**src/verilog/fifo_pkg.sv**
```systemverilog
// ----------------------------
// sync fifo shared definitions
// data word type, level flag and event pulse
// structs, default sizing for the top level
// ----------------------------
package fifo_pkg;

   // ----------------------------
   // payload
   // ----------------------------
   typedef logic [15:0] fifo_word_t;    // one stored data word

   // ----------------------------
   // level flags
   // ----------------------------
   // all four are registered in the controller from the next count
   typedef struct packed {
      logic full;                       // count equals depth
      logic afull;                      // count at or above afull threshold
      logic empty;                      // count is zero
      logic aempty;                     // count at or below aempty threshold
   } fifo_status_t;

   // ----------------------------
   // event pulses
   // ----------------------------
   // each one is high for a single cycle, the cycle after its cause
   typedef struct packed {
      logic wack;                       // write taken
      logic dvld;                       // read data on rd_data_o
      logic overflow;                   // write request while full
      logic underflow;                  // read request while empty
   } fifo_event_t;

   // ----------------------------
   // default sizing
   // ----------------------------
   localparam int FIFO_DEPTH_DEF = 16;  // entries
   localparam int AFULL_VAL_DEF  = 12;  // afull at this many entries
   localparam int AEMPTY_VAL_DEF = 4;   // aempty at this many or fewer

endpackage

```
**src/verilog/fifo_ctrl.sv**
```systemverilog
// ----------------------------
// sync fifo controller
// single occupancy counter, registered level flags,
// write/read address counters wrapping at DEPTH
// requests are gated by the registered full/empty flags
// ----------------------------
`timescale 1ns/1ps

module fifo_ctrl #(
   parameter  int DEPTH      = fifo_pkg::FIFO_DEPTH_DEF,
   parameter  int AFULL_VAL  = fifo_pkg::AFULL_VAL_DEF,
   parameter  int AEMPTY_VAL = fifo_pkg::AEMPTY_VAL_DEF,
   localparam int AW         = $clog2(DEPTH),        // address width
   localparam int CW         = $clog2(DEPTH) + 1     // count width, holds DEPTH
) (
   input  logic                   pos_clk,
   input  logic                   aresetn,
   input  logic                   wr_en_i,           // raw write request
   input  logic                   rd_en_i,           // raw read request
   output logic                   wr_acc_o,          // write accepted this cycle
   output logic                   rd_acc_o,          // read accepted this cycle
   output logic [AW-1:0]          wr_addr_o,
   output logic [AW-1:0]          rd_addr_o,
   output fifo_pkg::fifo_status_t status_o,
   output logic [CW-1:0]          count_o
);

   import fifo_pkg::*;

   // ----------------------------
   // constants
   // ----------------------------
   localparam logic [CW-1:0] FULL_CNT   = CW'(DEPTH);
   localparam logic [CW-1:0] AFULL_CNT  = CW'(AFULL_VAL);
   localparam logic [CW-1:0] AEMPTY_CNT = CW'(AEMPTY_VAL);
   localparam logic [AW-1:0] LAST_ADDR  = AW'(DEPTH - 1);

   // empty and almost empty out of reset, nothing else
   localparam fifo_status_t STATUS_RST = '{
      full:   1'b0,
      afull:  1'b0,
      empty:  1'b1,
      aempty: 1'b1
   };

   // ----------------------------
   // state
   // ----------------------------
   logic [CW-1:0] count_r;              // occupancy
   logic [CW-1:0] count_nxt;
   fifo_status_t  status_r;             // registered flags
   fifo_status_t  status_nxt;
   logic [AW-1:0] wr_addr_r;
   logic [AW-1:0] rd_addr_r;
   logic          wr_acc;
   logic          rd_acc;

   // address step with wrap after the last entry, DEPTH need not be a power of two
   function automatic logic [AW-1:0] addr_step(input logic [AW-1:0] addr);
      logic [AW-1:0] stepped;
      if (addr == LAST_ADDR) begin
         stepped = '0;
      end else begin
         stepped = addr + 1'b1;
      end
      return stepped;
   endfunction

   // ----------------------------
   // request gating
   // ----------------------------
   assign wr_acc = wr_en_i & ~status_r.full;    // blocked writes are dropped
   assign rd_acc = rd_en_i & ~status_r.empty;   // blocked reads are dropped

   // ----------------------------
   // next count and flags
   // ----------------------------
   always_comb begin
      unique case ({wr_acc, rd_acc})
         2'b10:   count_nxt = count_r + 1'b1;   // lone write
         2'b01:   count_nxt = count_r - 1'b1;   // lone read
         default: count_nxt = count_r;          // idle, or write and read together
      endcase
   end

   // flags look at the next count so they line up with count_o
   always_comb begin
      status_nxt.full   = (count_nxt == FULL_CNT);
      status_nxt.afull  = (count_nxt >= AFULL_CNT);
      status_nxt.empty  = (count_nxt == '0);
      status_nxt.aempty = (count_nxt <= AEMPTY_CNT);
   end

   // ----------------------------
   // registers
   // ----------------------------
   always_ff @(posedge pos_clk or negedge aresetn) begin
      if (!aresetn) begin
         count_r   <= '0;
         status_r  <= STATUS_RST;
         wr_addr_r <= '0;
         rd_addr_r <= '0;
      end else begin
         count_r  <= count_nxt;
         status_r <= status_nxt;
         if (wr_acc) begin
            wr_addr_r <= addr_step(wr_addr_r);  // next free slot
         end
         if (rd_acc) begin
            rd_addr_r <= addr_step(rd_addr_r);  // next word to read
         end
      end
   end

   // ----------------------------
   // outputs
   // ----------------------------
   assign wr_acc_o  = wr_acc;          // also the ram write enable
   assign rd_acc_o  = rd_acc;          // also the ram read enable
   assign wr_addr_o = wr_addr_r;
   assign rd_addr_o = rd_addr_r;
   assign status_o  = status_r;
   assign count_o   = count_r;

endmodule

```
**src/verilog/fifo_ram.sv**
```systemverilog
// ----------------------------
// fifo storage array
// DEPTH words of word_t, synchronous write,
// read word registered on an enabled read
// ----------------------------
`timescale 1ns/1ps

module fifo_ram #(
   parameter  int  DEPTH  = fifo_pkg::FIFO_DEPTH_DEF,
   parameter  type word_t = logic [15:0],
   localparam int  AW     = $clog2(DEPTH)
) (
   input  logic          pos_clk,
   input  logic          wr_en_i,      // accepted write from the controller
   input  logic [AW-1:0] wr_addr_i,
   input  word_t         wr_data_i,
   input  logic          rd_en_i,      // accepted read from the controller
   input  logic [AW-1:0] rd_addr_i,
   output word_t         rd_data_o     // valid the cycle after rd_en_i
);

   // ----------------------------
   // array
   // ----------------------------
   word_t mem [DEPTH];                 // stored words
   word_t rd_data_r;

   // write port
   always_ff @(posedge pos_clk) begin
      if (wr_en_i) begin
         mem[wr_addr_i] <= wr_data_i;
      end
   end

   // read port
   // the controller blocks the read when empty and the write when full
   // so both ports never see the same address in one cycle
   always_ff @(posedge pos_clk) begin
      if (rd_en_i) begin
         rd_data_r <= mem[rd_addr_i];  // holds until the next read
      end
   end

   assign rd_data_o = rd_data_r;

endmodule

```
**src/verilog/fifo_events.sv**
```systemverilog
// ----------------------------
// fifo event pulses
// write ack, read data valid, overflow and underflow,
// each registered one cycle after its cause
// ----------------------------
`timescale 1ns/1ps

module fifo_events (
   input  logic                  pos_clk,
   input  logic                  aresetn,
   input  logic                  wr_acc_i,   // write accepted
   input  logic                  rd_acc_i,   // read accepted
   input  logic                  wr_en_i,    // raw write request
   input  logic                  rd_en_i,    // raw read request
   input  logic                  full_i,     // registered full
   input  logic                  empty_i,    // registered empty
   output fifo_pkg::fifo_event_t events_o
);

   import fifo_pkg::*;

   fifo_event_t events_nxt;
   fifo_event_t events_r;

   // ----------------------------
   // pulse sources
   // ----------------------------
   always_comb begin
      events_nxt.wack      = wr_acc_i;
      events_nxt.dvld      = rd_acc_i;              // lines up with the ram read register
      events_nxt.overflow  = wr_en_i & full_i;      // word is lost
      events_nxt.underflow = rd_en_i & empty_i;     // nothing to read
   end

   // ----------------------------
   // register
   // ----------------------------
   always_ff @(posedge pos_clk or negedge aresetn) begin
      if (!aresetn) begin
         events_r <= '0;
      end else begin
         events_r <= events_nxt;                    // single cycle, no hold
      end
   end

   assign events_o = events_r;

endmodule

```
**src/verilog/sync_fifo.sv**
```systemverilog
// ----------------------------
// single clock fifo, top level
// controller, storage array and event pulses
// standard read mode, data one cycle after the read
// ----------------------------
`timescale 1ns/1ps

module sync_fifo #(
   parameter  int DEPTH      = fifo_pkg::FIFO_DEPTH_DEF,
   parameter  int AFULL_VAL  = fifo_pkg::AFULL_VAL_DEF,
   parameter  int AEMPTY_VAL = fifo_pkg::AEMPTY_VAL_DEF,
   localparam int CW         = $clog2(DEPTH) + 1
) (
   input  logic                   pos_clk,
   input  logic                   aresetn,
   input  logic                   wr_en_i,
   input  fifo_pkg::fifo_word_t   wr_data_i,
   input  logic                   rd_en_i,
   output fifo_pkg::fifo_word_t   rd_data_o,
   output fifo_pkg::fifo_status_t status_o,
   output fifo_pkg::fifo_event_t  events_o,
   output logic [CW-1:0]          count_o
);

   import fifo_pkg::*;

   localparam int AW = $clog2(DEPTH);

   // ----------------------------
   // internal wires
   // ----------------------------
   logic          wr_acc;              // gated write, ram write enable
   logic          rd_acc;              // gated read, ram read enable
   logic [AW-1:0] wr_addr;
   logic [AW-1:0] rd_addr;

   // counter, flags, addresses
   fifo_ctrl #(
      .DEPTH      (DEPTH),
      .AFULL_VAL  (AFULL_VAL),
      .AEMPTY_VAL (AEMPTY_VAL)
   ) fifo_ctrl_i (
      .pos_clk   (pos_clk),
      .aresetn   (aresetn),
      .wr_en_i   (wr_en_i),
      .rd_en_i   (rd_en_i),
      .wr_acc_o  (wr_acc),
      .rd_acc_o  (rd_acc),
      .wr_addr_o (wr_addr),
      .rd_addr_o (rd_addr),
      .status_o  (status_o),
      .count_o   (count_o)
   );

   // storage
   fifo_ram #(
      .DEPTH  (DEPTH),
      .word_t (fifo_word_t)
   ) fifo_ram_i (
      .pos_clk   (pos_clk),
      .wr_en_i   (wr_acc),
      .wr_addr_i (wr_addr),
      .wr_data_i (wr_data_i),
      .rd_en_i   (rd_acc),
      .rd_addr_i (rd_addr),
      .rd_data_o (rd_data_o)
   );

   // pulses, errors use the registered flags seen by the requester
   fifo_events fifo_events_i (
      .pos_clk  (pos_clk),
      .aresetn  (aresetn),
      .wr_acc_i (wr_acc),
      .rd_acc_i (rd_acc),
      .wr_en_i  (wr_en_i),
      .rd_en_i  (rd_en_i),
      .full_i   (status_o.full),
      .empty_i  (status_o.empty),
      .events_o (events_o)
   );

endmodule

```
**config.mk**
```make
export PLATFORM = sky130hd
export DESIGN_NAME = sync_fifo
export DESIGN_NICKNAME = d
export VERILOG_FILES = /design/src/verilog/fifo_pkg.sv /design/src/verilog/fifo_ctrl.sv /design/src/verilog/fifo_ram.sv /design/src/verilog/fifo_events.sv /design/src/verilog/sync_fifo.sv
export SDC_FILE = /design/constraint.sdc
export NUM_CORES = 1
export LEC_CHECK = 0
export BUFFER_PORTS_ARGS = -buffer_cell sky130_fd_sc_hd__buf_4
export CORE_MARGIN = 3
export CORE_UTILIZATION = 45
export CTS_BUF_LIST = sky130_fd_sc_hd__clkbuf_4 sky130_fd_sc_hd__clkbuf_8
export DETAILED_ROUTE_END_ITERATION = 6
export GPL_ROUTABILITY_DRIVEN = 0
export SYNTH_ARGS = -nofsm -noshare
export SYNTH_HDL_FRONTEND = slang
export SYNTH_SLANG_ARGS = --single-unit
```
**constraint.sdc**
```tcl
create_clock -name pos_clk -period 6.2 [get_ports pos_clk]
set_input_delay 1.24 -clock pos_clk [delete_from_list [all_inputs] [get_ports pos_clk]]
set_output_delay 1.24 -clock pos_clk [all_outputs]
set_load 0.02 [all_outputs]
```
==> flow_results.xml, run 1 <==
<?xml version="1.0" encoding="UTF-8"?>
<metrics>
  <group name="sta">
    <metric name="post-route-period-util" unit="">0.4828</metric>
    <metric name="rsz0062_at_grt" unit="">no</metric>
    <metric name="totalNegativeSetupSlack" unit="ns">0</metric>
    <metric name="final-max-slew-violation-count" unit="">0</metric>
    <metric name="setup_viol" unit="">0</metric>
    <metric name="worst_slew_margin_rel" unit="">0.2587</metric>
    <metric name="hold_violation_total_from_the_final_report" unit="">0</metric>
    <metric name="worst_pin_slew" unit="ns">1.112</metric>
    <metric name="final_period_minus_worst_setup_slack" unit="ns">2.993</metric>
    <metric name="fin_worst_skew" unit="ns">0.01790</metric>
    <metric name="fmaxAchievable" unit="MHz">334.1</metric>
  </group>
  <group name="synthesis">
    <metric name="syn_area_per_cell" unit="um^2">22.32</metric>
    <metric name="async_sr_flop_fraction" unit="">0.07167</metric>
    <metric name="netlist_area_before_placement" unit="mm^2">0.01136</metric>
    <metric name="synth.ff_latch_count" unit="">293</metric>
    <metric name="synth-edff-count" unit="">272</metric>
    <metric name="ys_warn_count" unit="">0</metric>
    <metric name="synthesis.instances" unit="">509</metric>
    <metric name="yosys.area.top_type" unit="">sky130_fd_sc_hd__edfxtp_1</metric>
    <metric name="synth_seq_area_share" unit="">0.7653</metric>
    <metric name="netlist_top_cells_area" unit="">sky130_fd_sc_hd__edfxtp_1, sky130_fd_sc_hd__mux4_2, sky130_fd_sc_hd__dfrtp_1, sky130_fd_sc_hd__and2_1, sky130_fd_sc_hd__ha_1</metric>
    <metric name="unique_masters_post_synth" unit="">44</metric>
    <metric name="syn_nets" unit="">536</metric>
    <metric name="synth_flop_cell" unit="">sky130_fd_sc_hd__edfxtp_1</metric>
    <metric name="yosys.area.top_type_share" unit="">0.7189</metric>
  </group>
  <group name="pwr">
    <metric name="p_leak" unit="nW">4.307</metric>
    <metric name="comb_power_share" unit="">0.258</metric>
    <metric name="irDropWorstVdd" unit="mV">0.2679</metric>
    <metric name="power_density" unit="mW/mm^2">451.3</metric>
    <metric name="total_switching_power" unit="mW">1.696</metric>
    <metric name="seqPwrFrac" unit="">0.469</metric>
    <metric name="internal-power" unit="mW">4.159</metric>
    <metric name="clkPwrFrac" unit="">0.272</metric>
    <metric name="power.switching_fraction" unit="">0.2897</metric>
  </group>
  <group name="clock_network">
    <metric name="cts_setup_buffers" unit="">0</metric>
    <metric name="clkTransAtPathRegs" unit="ns">0.06</metric>
    <metric name="cts_repair_resize_count" unit="">0</metric>
    <metric name="clock_sinks" unit="">293</metric>
    <metric name="root_buffer" unit="">sky130_fd_sc_hd__clkbuf_8</metric>
    <metric name="h_tree_levels" unit="">2</metric>
    <metric name="post_cts_hold_buffer_count" unit="">0</metric>
    <metric name="cts_made_buffers" unit="">48</metric>
    <metric name="buffer_depth_of_the_longest_clock_path" unit="">3</metric>
    <metric name="cts_tree" unit="">built</metric>
    <metric name="worst_skew_pair.late_latency" unit="ns">0.55</metric>
  </group>
  <group name="route">
    <metric name="drt-total-wl" unit="um">22390</metric>
    <metric name="drt.antenna.violating_nets" unit="">0</metric>
    <metric name="route.detailed.wl_per_inst" unit="um">23.52</metric>
    <metric name="initialDrtViolationCount" unit="">376</metric>
    <metric name="drt_pass1_iterations" unit="">4</metric>
    <metric name="dr_total_vias" unit="">5225</metric>
    <metric name="remaining_drc_errors" unit="">0</metric>
    <metric name="vias_per_cell" unit="">5.488</metric>
  </group>
  <group name="finish">
    <metric name="utilization" unit="">0.5289</metric>
    <metric name="nets" unit="">619</metric>
    <metric name="synthToLayoutAreaGrowth" unit="%">14.19</metric>
    <metric name="post_route_cells_drive_above_1_share" unit="">0.3551</metric>
    <metric name="layout.cells.most_common_list" unit="">sky130_fd_sc_hd__edfxtp_1, sky130_fd_sc_hd__mux4_2, sky130_fd_sc_hd__buf_4</metric>
    <metric name="commonest_non_fill_non_tap_cell_in_the_layout" unit="">sky130_fd_sc_hd__edfxtp_1</metric>
    <metric name="number_of_antenna_repair_diodes" unit="">0</metric>
    <metric name="fillCellCount" unit="">1982</metric>
  </group>
  <group name="worst_setup_path">
    <metric name="worst-setup-path-type" unit="">flip-flop to flip-flop</metric>
    <metric name="critPathRequiredTime" unit="ns">6.48</metric>
    <metric name="arrival" unit="ns">3.28</metric>
    <metric name="cp_max_fo" unit="">41</metric>
    <metric name="critical_path_source_type" unit="">flip-flop</metric>
    <metric name="setup.worst_path.end_class" unit="">flip-flop</metric>
  </group>
  <group name="floorplan">
    <metric name="floorplan.die.width" unit="um">164.9</metric>
    <metric name="floorplan.die_area" unit="mm^2">0.02719</metric>
    <metric name="boundaryPins" unit="">49</metric>
    <metric name="fp-row-count" unit="">57</metric>
    <metric name="core" unit="mm^2">0.02453</metric>
    <metric name="die_h" unit="um">164.9</metric>
    <metric name="initial_core_util" unit="">0.4631</metric>
  </group>
  <group name="placed_design">
    <metric name="dp_hpwl" unit="um">12480</metric>
    <metric name="count_of_input_and_output_buffers" unit="">48</metric>
  </group>
  <group name="run">
    <metric name="maxCapViolations" unit="">0</metric>
  </group>
  <group name="global_routing">
    <metric name="grt_pass1_wl" unit="um">34200</metric>
    <metric name="gr-usage-all-layers" unit="">0.1725</metric>
    <metric name="largest_net_degree_at_the_start_of_global_routing" unit="">42</metric>
    <metric name="antenna_found_initial" unit="">0</metric>
    <metric name="global_route.overflow_total" unit="">0</metric>
    <metric name="first_global_vias" unit="">5831</metric>
  </group>
  <group name="status">
    <metric name="status" unit="">finished, final reports clean</metric>
  </group>
  <group name="worst_hold_path">
    <metric name="holdCritPathClass" unit="">flip-flop to flip-flop</metric>
  </group>
</metrics>
cells by family (layout without fill, tap and decap cells):
logic type / Yosys count / count (layout) / share of synthesized area
muxes: 80 / 80 / 0.1586
adders and majority gates: 7 / 7 / 0.007708
xor gates and xnor gates: 7 / 7 / 0.005396
AOI/OAI and AO/OA: 31 / 31 / 0.01806
DFF: 293 / 293 / 0.7653
and+or+nand+nor: 56 / 56 / 0.02786
buffers and inverters: 35 / 154 / 0.01707
power by group through the flow:
stage | clock (mW) | combinational, mW | sequential, mW
after floorplan | 0 | 1.16 | 2.69
after global placement | 0 | 1.51 | 2.78
after detailed placement | 0 | 1.54 | 2.80
after CTS | 1.63 | 1.55 | 2.76
after global routing | 1.72 | 1.64 | 2.80
final | 1.59 | 1.51 | 2.75
path summary, 6_finish.rpt:
kind | startpoint | endpoint | slack [ns] | depth (start not counted)
max in group asynchronous | aresetn | fifo_ctrl_i.status_o[0]$_DFF_PN1_ | 5.36 | 1
min in group asynchronous | aresetn | fifo_ctrl_i.wr_addr_o[0]$_DFFE_PN0P_ | 0.57 | 1
hold reg to reg | fifo_ctrl_i.status_o[3]$_DFF_PN0_ | fifo_events_i.events_o[1]$_DFF_PN0_ | 0.52 | 1
setup / recovery | fifo_ctrl_i.rd_addr_o[0]$_DFFE_PN0P_ | fifo_ram_i.rd_data_o[0]$_DFFE_PP_ | 3.21 | 3
hold / removal | fifo_ctrl_i.status_o[3]$_DFF_PN0_ | fifo_events_i.events_o[1]$_DFF_PN0_ | 0.52 | 1
setup reg to reg | fifo_ctrl_i.rd_addr_o[0]$_DFFE_PN0P_ | fifo_ram_i.rd_data_o[0]$_DFFE_PP_ | 3.21 | 3
metrics by stage:
step | hold WS, ns | cell area [um^2] | setup WS, ns | power (mW) | std cells
after detailed placement | 0.5150 | 12060 | 2.668 | 4.344 | 866
final | 0.5213 | 12970 | 3.207 | 5.855 | 952
after global routing | 0.5384 | 12970 | 2.978 | 6.155 | 952
after global placement | 0.5243 | 12060 | 2.797 | 4.295 | 866
after CTS | 0.5265 | 12970 | 3.105 | 5.945 | 952
after floorplan | 0.4726 | 11360 | 3.208 | 3.853 | 509
synthesized netlist by cell type (2+ instances only):
cell	instances
sky130_fd_sc_hd__inv_1	7
sky130_fd_sc_hd__or3_1	3
sky130_fd_sc_hd__buf_6	3
sky130_fd_sc_hd__buf_2	6
sky130_fd_sc_hd__ha_1	7
sky130_fd_sc_hd__edfxtp_1	272
sky130_fd_sc_hd__nand2b_1	2
sky130_fd_sc_hd__mux4_2	80
sky130_fd_sc_hd__dfstp_2	2
sky130_fd_sc_hd__o21ai_0	10
sky130_fd_sc_hd__nand3_1	5
sky130_fd_sc_hd__buf_4	2
sky130_fd_sc_hd__buf_8	2
sky130_fd_sc_hd__xnor2_1	7
sky130_fd_sc_hd__nand2_1	14
sky130_fd_sc_hd__nor3_1	2
sky130_fd_sc_hd__nor2_1	4
sky130_fd_sc_hd__a21o_1	3
sky130_fd_sc_hd__a21oi_1	7
sky130_fd_sc_hd__clkbuf_1	12
sky130_fd_sc_hd__dfrtp_1	19
sky130_fd_sc_hd__and2_1	18
sequential cells by signal, indices dropped and copies added (netlist names):
name / cells
fifo_ctrl_i.status_o: 4
fifo_ctrl_i.count_o: 5
fifo_events_i.events_o: 4
fifo_ctrl_i.rd_addr_o: 4
fifo_ctrl_i.wr_addr_o: 4
fifo_ram_i.mem: 256
fifo_ram_i.rd_data_o: 16
layout make-up:
class,instances,area [um^2],share of cell area
clock buffer,68,817.0,0.06297
clock inverter,18,100.1,0.007715
inverter,9,36.28,0.002797
multi-input combinational,181,2472,0.1906
sequential,293,8701,0.6706
tap,324,405.4,0.03124
timing repair buffer,59,442.9,0.03414
metal layers:
layer | up-vias | share of wire | global-route usage
li1 | 2290 | - | -
met1 | 2746 | 0.43 | 0.2388
met2 | 156 | 0.49 | 0.2766
met3 | 33 | 0.065 | 0.03536
met4 | 0 | 0.018 | 0.05947
met5 | - | 0 | 0
worst max-delay path: stages (launching register included):
cell	delay (ns)
sky130_fd_sc_hd__dfrtp_4	0.94
sky130_fd_sc_hd__buf_4	0.63
sky130_fd_sc_hd__mux4_2	0.59
sky130_fd_sc_hd__mux4_2	0.50
Power figures use the tool's default switching activity.
==> run 2: changes to the inputs <==
Clock period 6.2 ns to 3 ns, I/O delays scaled along.
==> run 2 against run 1 <==
  * Final cell count up 1.2%
  * Utilization is 0.53 points higher
  * Fmax rose by 17%
  * Combinational power increased by 140%
  * Clock skew rose by 0.0060 ns
  * Clock-buffer cell count increased by 1
  * First-iteration DRC count increased by 11%
  * Hold slack worse by 0.23 ns
  * Global-route usage up 0.45 points
  * Highest routed layer unchanged
  * Register-to-register slack worse by 2.8 ns
==> flow_results.xml, run 2 (synthesis results as in run 1) <==
<?xml version="1.0" encoding="UTF-8"?>
<metrics>
  <group name="status">
    <metric name="status" unit="">finished, final reports clean</metric>
  </group>
  <group name="route">
    <metric name="drt_pass1_iterations" unit="">4</metric>
    <metric name="vias_per_cell" unit="">5.512</metric>
    <metric name="drt.antenna.violating_nets" unit="">0</metric>
    <metric name="drt-total-wl" unit="um">22850</metric>
    <metric name="route.detailed.wl_per_inst" unit="um">23.72</metric>
    <metric name="remaining_drc_errors" unit="">0</metric>
    <metric name="dr_total_vias" unit="">5308</metric>
    <metric name="initialDrtViolationCount" unit="">419</metric>
  </group>
  <group name="clock_network">
    <metric name="root_buffer" unit="">sky130_fd_sc_hd__clkbuf_8</metric>
    <metric name="buffer_depth_of_the_longest_clock_path" unit="">3</metric>
    <metric name="cts_tree" unit="">built</metric>
    <metric name="h_tree_levels" unit="">2</metric>
    <metric name="cts_setup_buffers" unit="">0</metric>
    <metric name="clock_sinks" unit="">293</metric>
    <metric name="cts_repair_resize_count" unit="">0</metric>
    <metric name="cts_made_buffers" unit="">46</metric>
    <metric name="post_cts_hold_buffer_count" unit="">1</metric>
    <metric name="worst_skew_pair.late_latency" unit="ns">0.54</metric>
    <metric name="clkTransAtPathRegs" unit="ns">0.06</metric>
  </group>
  <group name="run">
    <metric name="maxCapViolations" unit="">0</metric>
  </group>
  <group name="sta">
    <metric name="final_period_minus_worst_setup_slack" unit="ns">2.569</metric>
    <metric name="post-route-period-util" unit="">0.8564</metric>
    <metric name="fmaxAchievable" unit="MHz">389.2</metric>
    <metric name="rsz0062_at_grt" unit="">no</metric>
    <metric name="setup_viol" unit="">0</metric>
    <metric name="worst_pin_slew" unit="ns">0.5542</metric>
    <metric name="fin_worst_skew" unit="ns">0.02385</metric>
    <metric name="totalNegativeSetupSlack" unit="ns">0</metric>
    <metric name="worst_slew_margin_rel" unit="">0.6305</metric>
    <metric name="final-max-slew-violation-count" unit="">0</metric>
    <metric name="hold_violation_total_from_the_final_report" unit="">0</metric>
  </group>
  <group name="floorplan">
    <metric name="core" unit="mm^2">0.02453</metric>
    <metric name="floorplan.die_area" unit="mm^2">0.02719</metric>
    <metric name="initial_core_util" unit="">0.4631</metric>
    <metric name="boundaryPins" unit="">49</metric>
    <metric name="die_h" unit="um">164.9</metric>
    <metric name="fp-row-count" unit="">57</metric>
    <metric name="floorplan.die.width" unit="um">164.9</metric>
  </group>
  <group name="pwr">
    <metric name="power_density" unit="mW/mm^2">930.4</metric>
    <metric name="irDropWorstVdd" unit="mV">0.4789</metric>
    <metric name="p_leak" unit="nW">4.388</metric>
  </group>
  <group name="finish">
    <metric name="layout.cells.non_filler" unit="">963</metric>
    <metric name="layout.cells.most_common_list" unit="">sky130_fd_sc_hd__edfxtp_1, sky130_fd_sc_hd__mux4_2, sky130_fd_sc_hd__buf_4</metric>
    <metric name="post_route_cells_drive_above_1_share" unit="">0.3709</metric>
    <metric name="commonest_non_fill_non_tap_cell_in_the_layout" unit="">sky130_fd_sc_hd__edfxtp_1</metric>
    <metric name="nets" unit="">633</metric>
    <metric name="number_of_antenna_repair_diodes" unit="">0</metric>
    <metric name="reg_with_most_ffs" unit="">fifo_ram_i.mem</metric>
    <metric name="largest_reg_flops" unit="">256</metric>
    <metric name="synthToLayoutAreaGrowth" unit="%">15.34</metric>
  </group>
  <group name="global_routing">
    <metric name="use_met1" unit="">0.2324</metric>
    <metric name="top_usage_layer" unit="">met2</metric>
    <metric name="largest_net_degree_at_the_start_of_global_routing" unit="">38</metric>
    <metric name="antenna_found_initial" unit="">0</metric>
    <metric name="grt_pass1_wl" unit="um">34860</metric>
    <metric name="use_met2" unit="">0.2988</metric>
    <metric name="groute.layer.met3.usage" unit="">0.04314</metric>
    <metric name="gr-usage-all-layers" unit="">0.1771</metric>
    <metric name="first_global_vias" unit="">5758</metric>
    <metric name="global_route.overflow_total" unit="">0</metric>
  </group>
  <group name="worst_setup_path">
    <metric name="worst-setup-path-type" unit="">flip-flop to flip-flop</metric>
    <metric name="critical_path_source_type" unit="">flip-flop</metric>
    <metric name="critPathRequiredTime" unit="ns">3.47</metric>
    <metric name="setup.worst_path.end_class" unit="">flip-flop</metric>
    <metric name="cp_max_fo" unit="">10</metric>
    <metric name="arrival" unit="ns">3.04</metric>
  </group>
  <group name="worst_hold_path">
    <metric name="holdCritPathClass" unit="">input port to flip-flop</metric>
  </group>
  <group name="placed_design">
    <metric name="dp_hpwl" unit="um">12390</metric>
    <metric name="count_of_input_and_output_buffers" unit="">48</metric>
    <metric name="numPlacedInstances" unit="">881</metric>
  </group>
</metrics>
-- run 2: path summary, 6_finish.rpt --
| path | depth (start not counted) | startpoint | to | slack (ns) |
|---|---|---|---|---|
| setup / recovery | 11 | fifo_ctrl_i.status_o[1]$_DFF_PN1_ | fifo_ctrl_i.status_o[1]$_DFF_PN1_ | 0.43 |
| hold / removal | 2 | wr_en_i | fifo_events_i.events_o[1]$_DFF_PN0_ | 0.29 |
| setup reg to reg | 11 | fifo_ctrl_i.status_o[1]$_DFF_PN1_ | fifo_ctrl_i.status_o[1]$_DFF_PN1_ | 0.43 |
| hold reg to reg | 1 | fifo_ctrl_i.status_o[3]$_DFF_PN0_ | fifo_events_i.events_o[1]$_DFF_PN0_ | 0.53 |
| max in group asynchronous | 2 | aresetn | fifo_ctrl_i.status_o[0]$_DFF_PN1_ | 2.25 |
| min in group asynchronous | 2 | aresetn | fifo_events_i.events_o[0]$_DFF_PN0_ | 0.47 |
-- run 2: final cells by class --
class,instances,area (um^2)
Timing Repair Buffer,75,590.6
Sequential cell,293,8701
Tap cell,324,405.4
Multi-Input combinational cell,181,2472
Inverter,9,36.28
Clock inverter,12,75.07
Fill cell,1922,11430
Clock buffer,69,824.5
-- run 2: power by group --
part	switching [mW]	internal [mW]	leakage (nW)
logic	1.83	1.73	1.19
registers	0.251	5.12	2.72
clock network	1.43	1.83	0.483
total	3.51	8.68	4.39
-- run 2: routing by layer --
metal	wire, um	part of all wire
met1	9360	0.41
met2	11770	0.52
met3	1342	0.059
met4	373	0.016
met5	0	0
-- run 2: stage by stage --
step           hold WS [ns]  utilization  setup slack [ns]  power [mW]  area [um^2]
4_1_cts              0.2481       0.5342            0.4562       12.38        13110
6_report             0.2889       0.5342            0.4309       12.19        13110
3_3_place_gp         0.4970       0.4971            0.4049       8.999        12200
3_5_place_dp         0.5057       0.4971            0.2654       9.078        12200
5_1_grt              0.2626       0.5342            0.2429       12.83        13110
2_1_floorplan        0.3044            -            0.6478       7.964        11360
-- run 2: critical path: stages (launching register included) --
cell and delay, ns:
sky130_fd_sc_hd__dfstp_2 0.54, sky130_fd_sc_hd__nand2b_4 0.15, sky130_fd_sc_hd__inv_2 0.09, sky130_fd_sc_hd__nand2_1 0.14, sky130_fd_sc_hd__xnor2_1 0.10, sky130_fd_sc_hd__ha_1 0.20
sky130_fd_sc_hd__a21oi_1 0.17, sky130_fd_sc_hd__a21o_1 0.14, sky130_fd_sc_hd__o221ai_1 0.18, sky130_fd_sc_hd__or3_1 0.44, sky130_fd_sc_hd__o2bb2ai_1 0.17, sky130_fd_sc_hd__a21oi_1 0.17
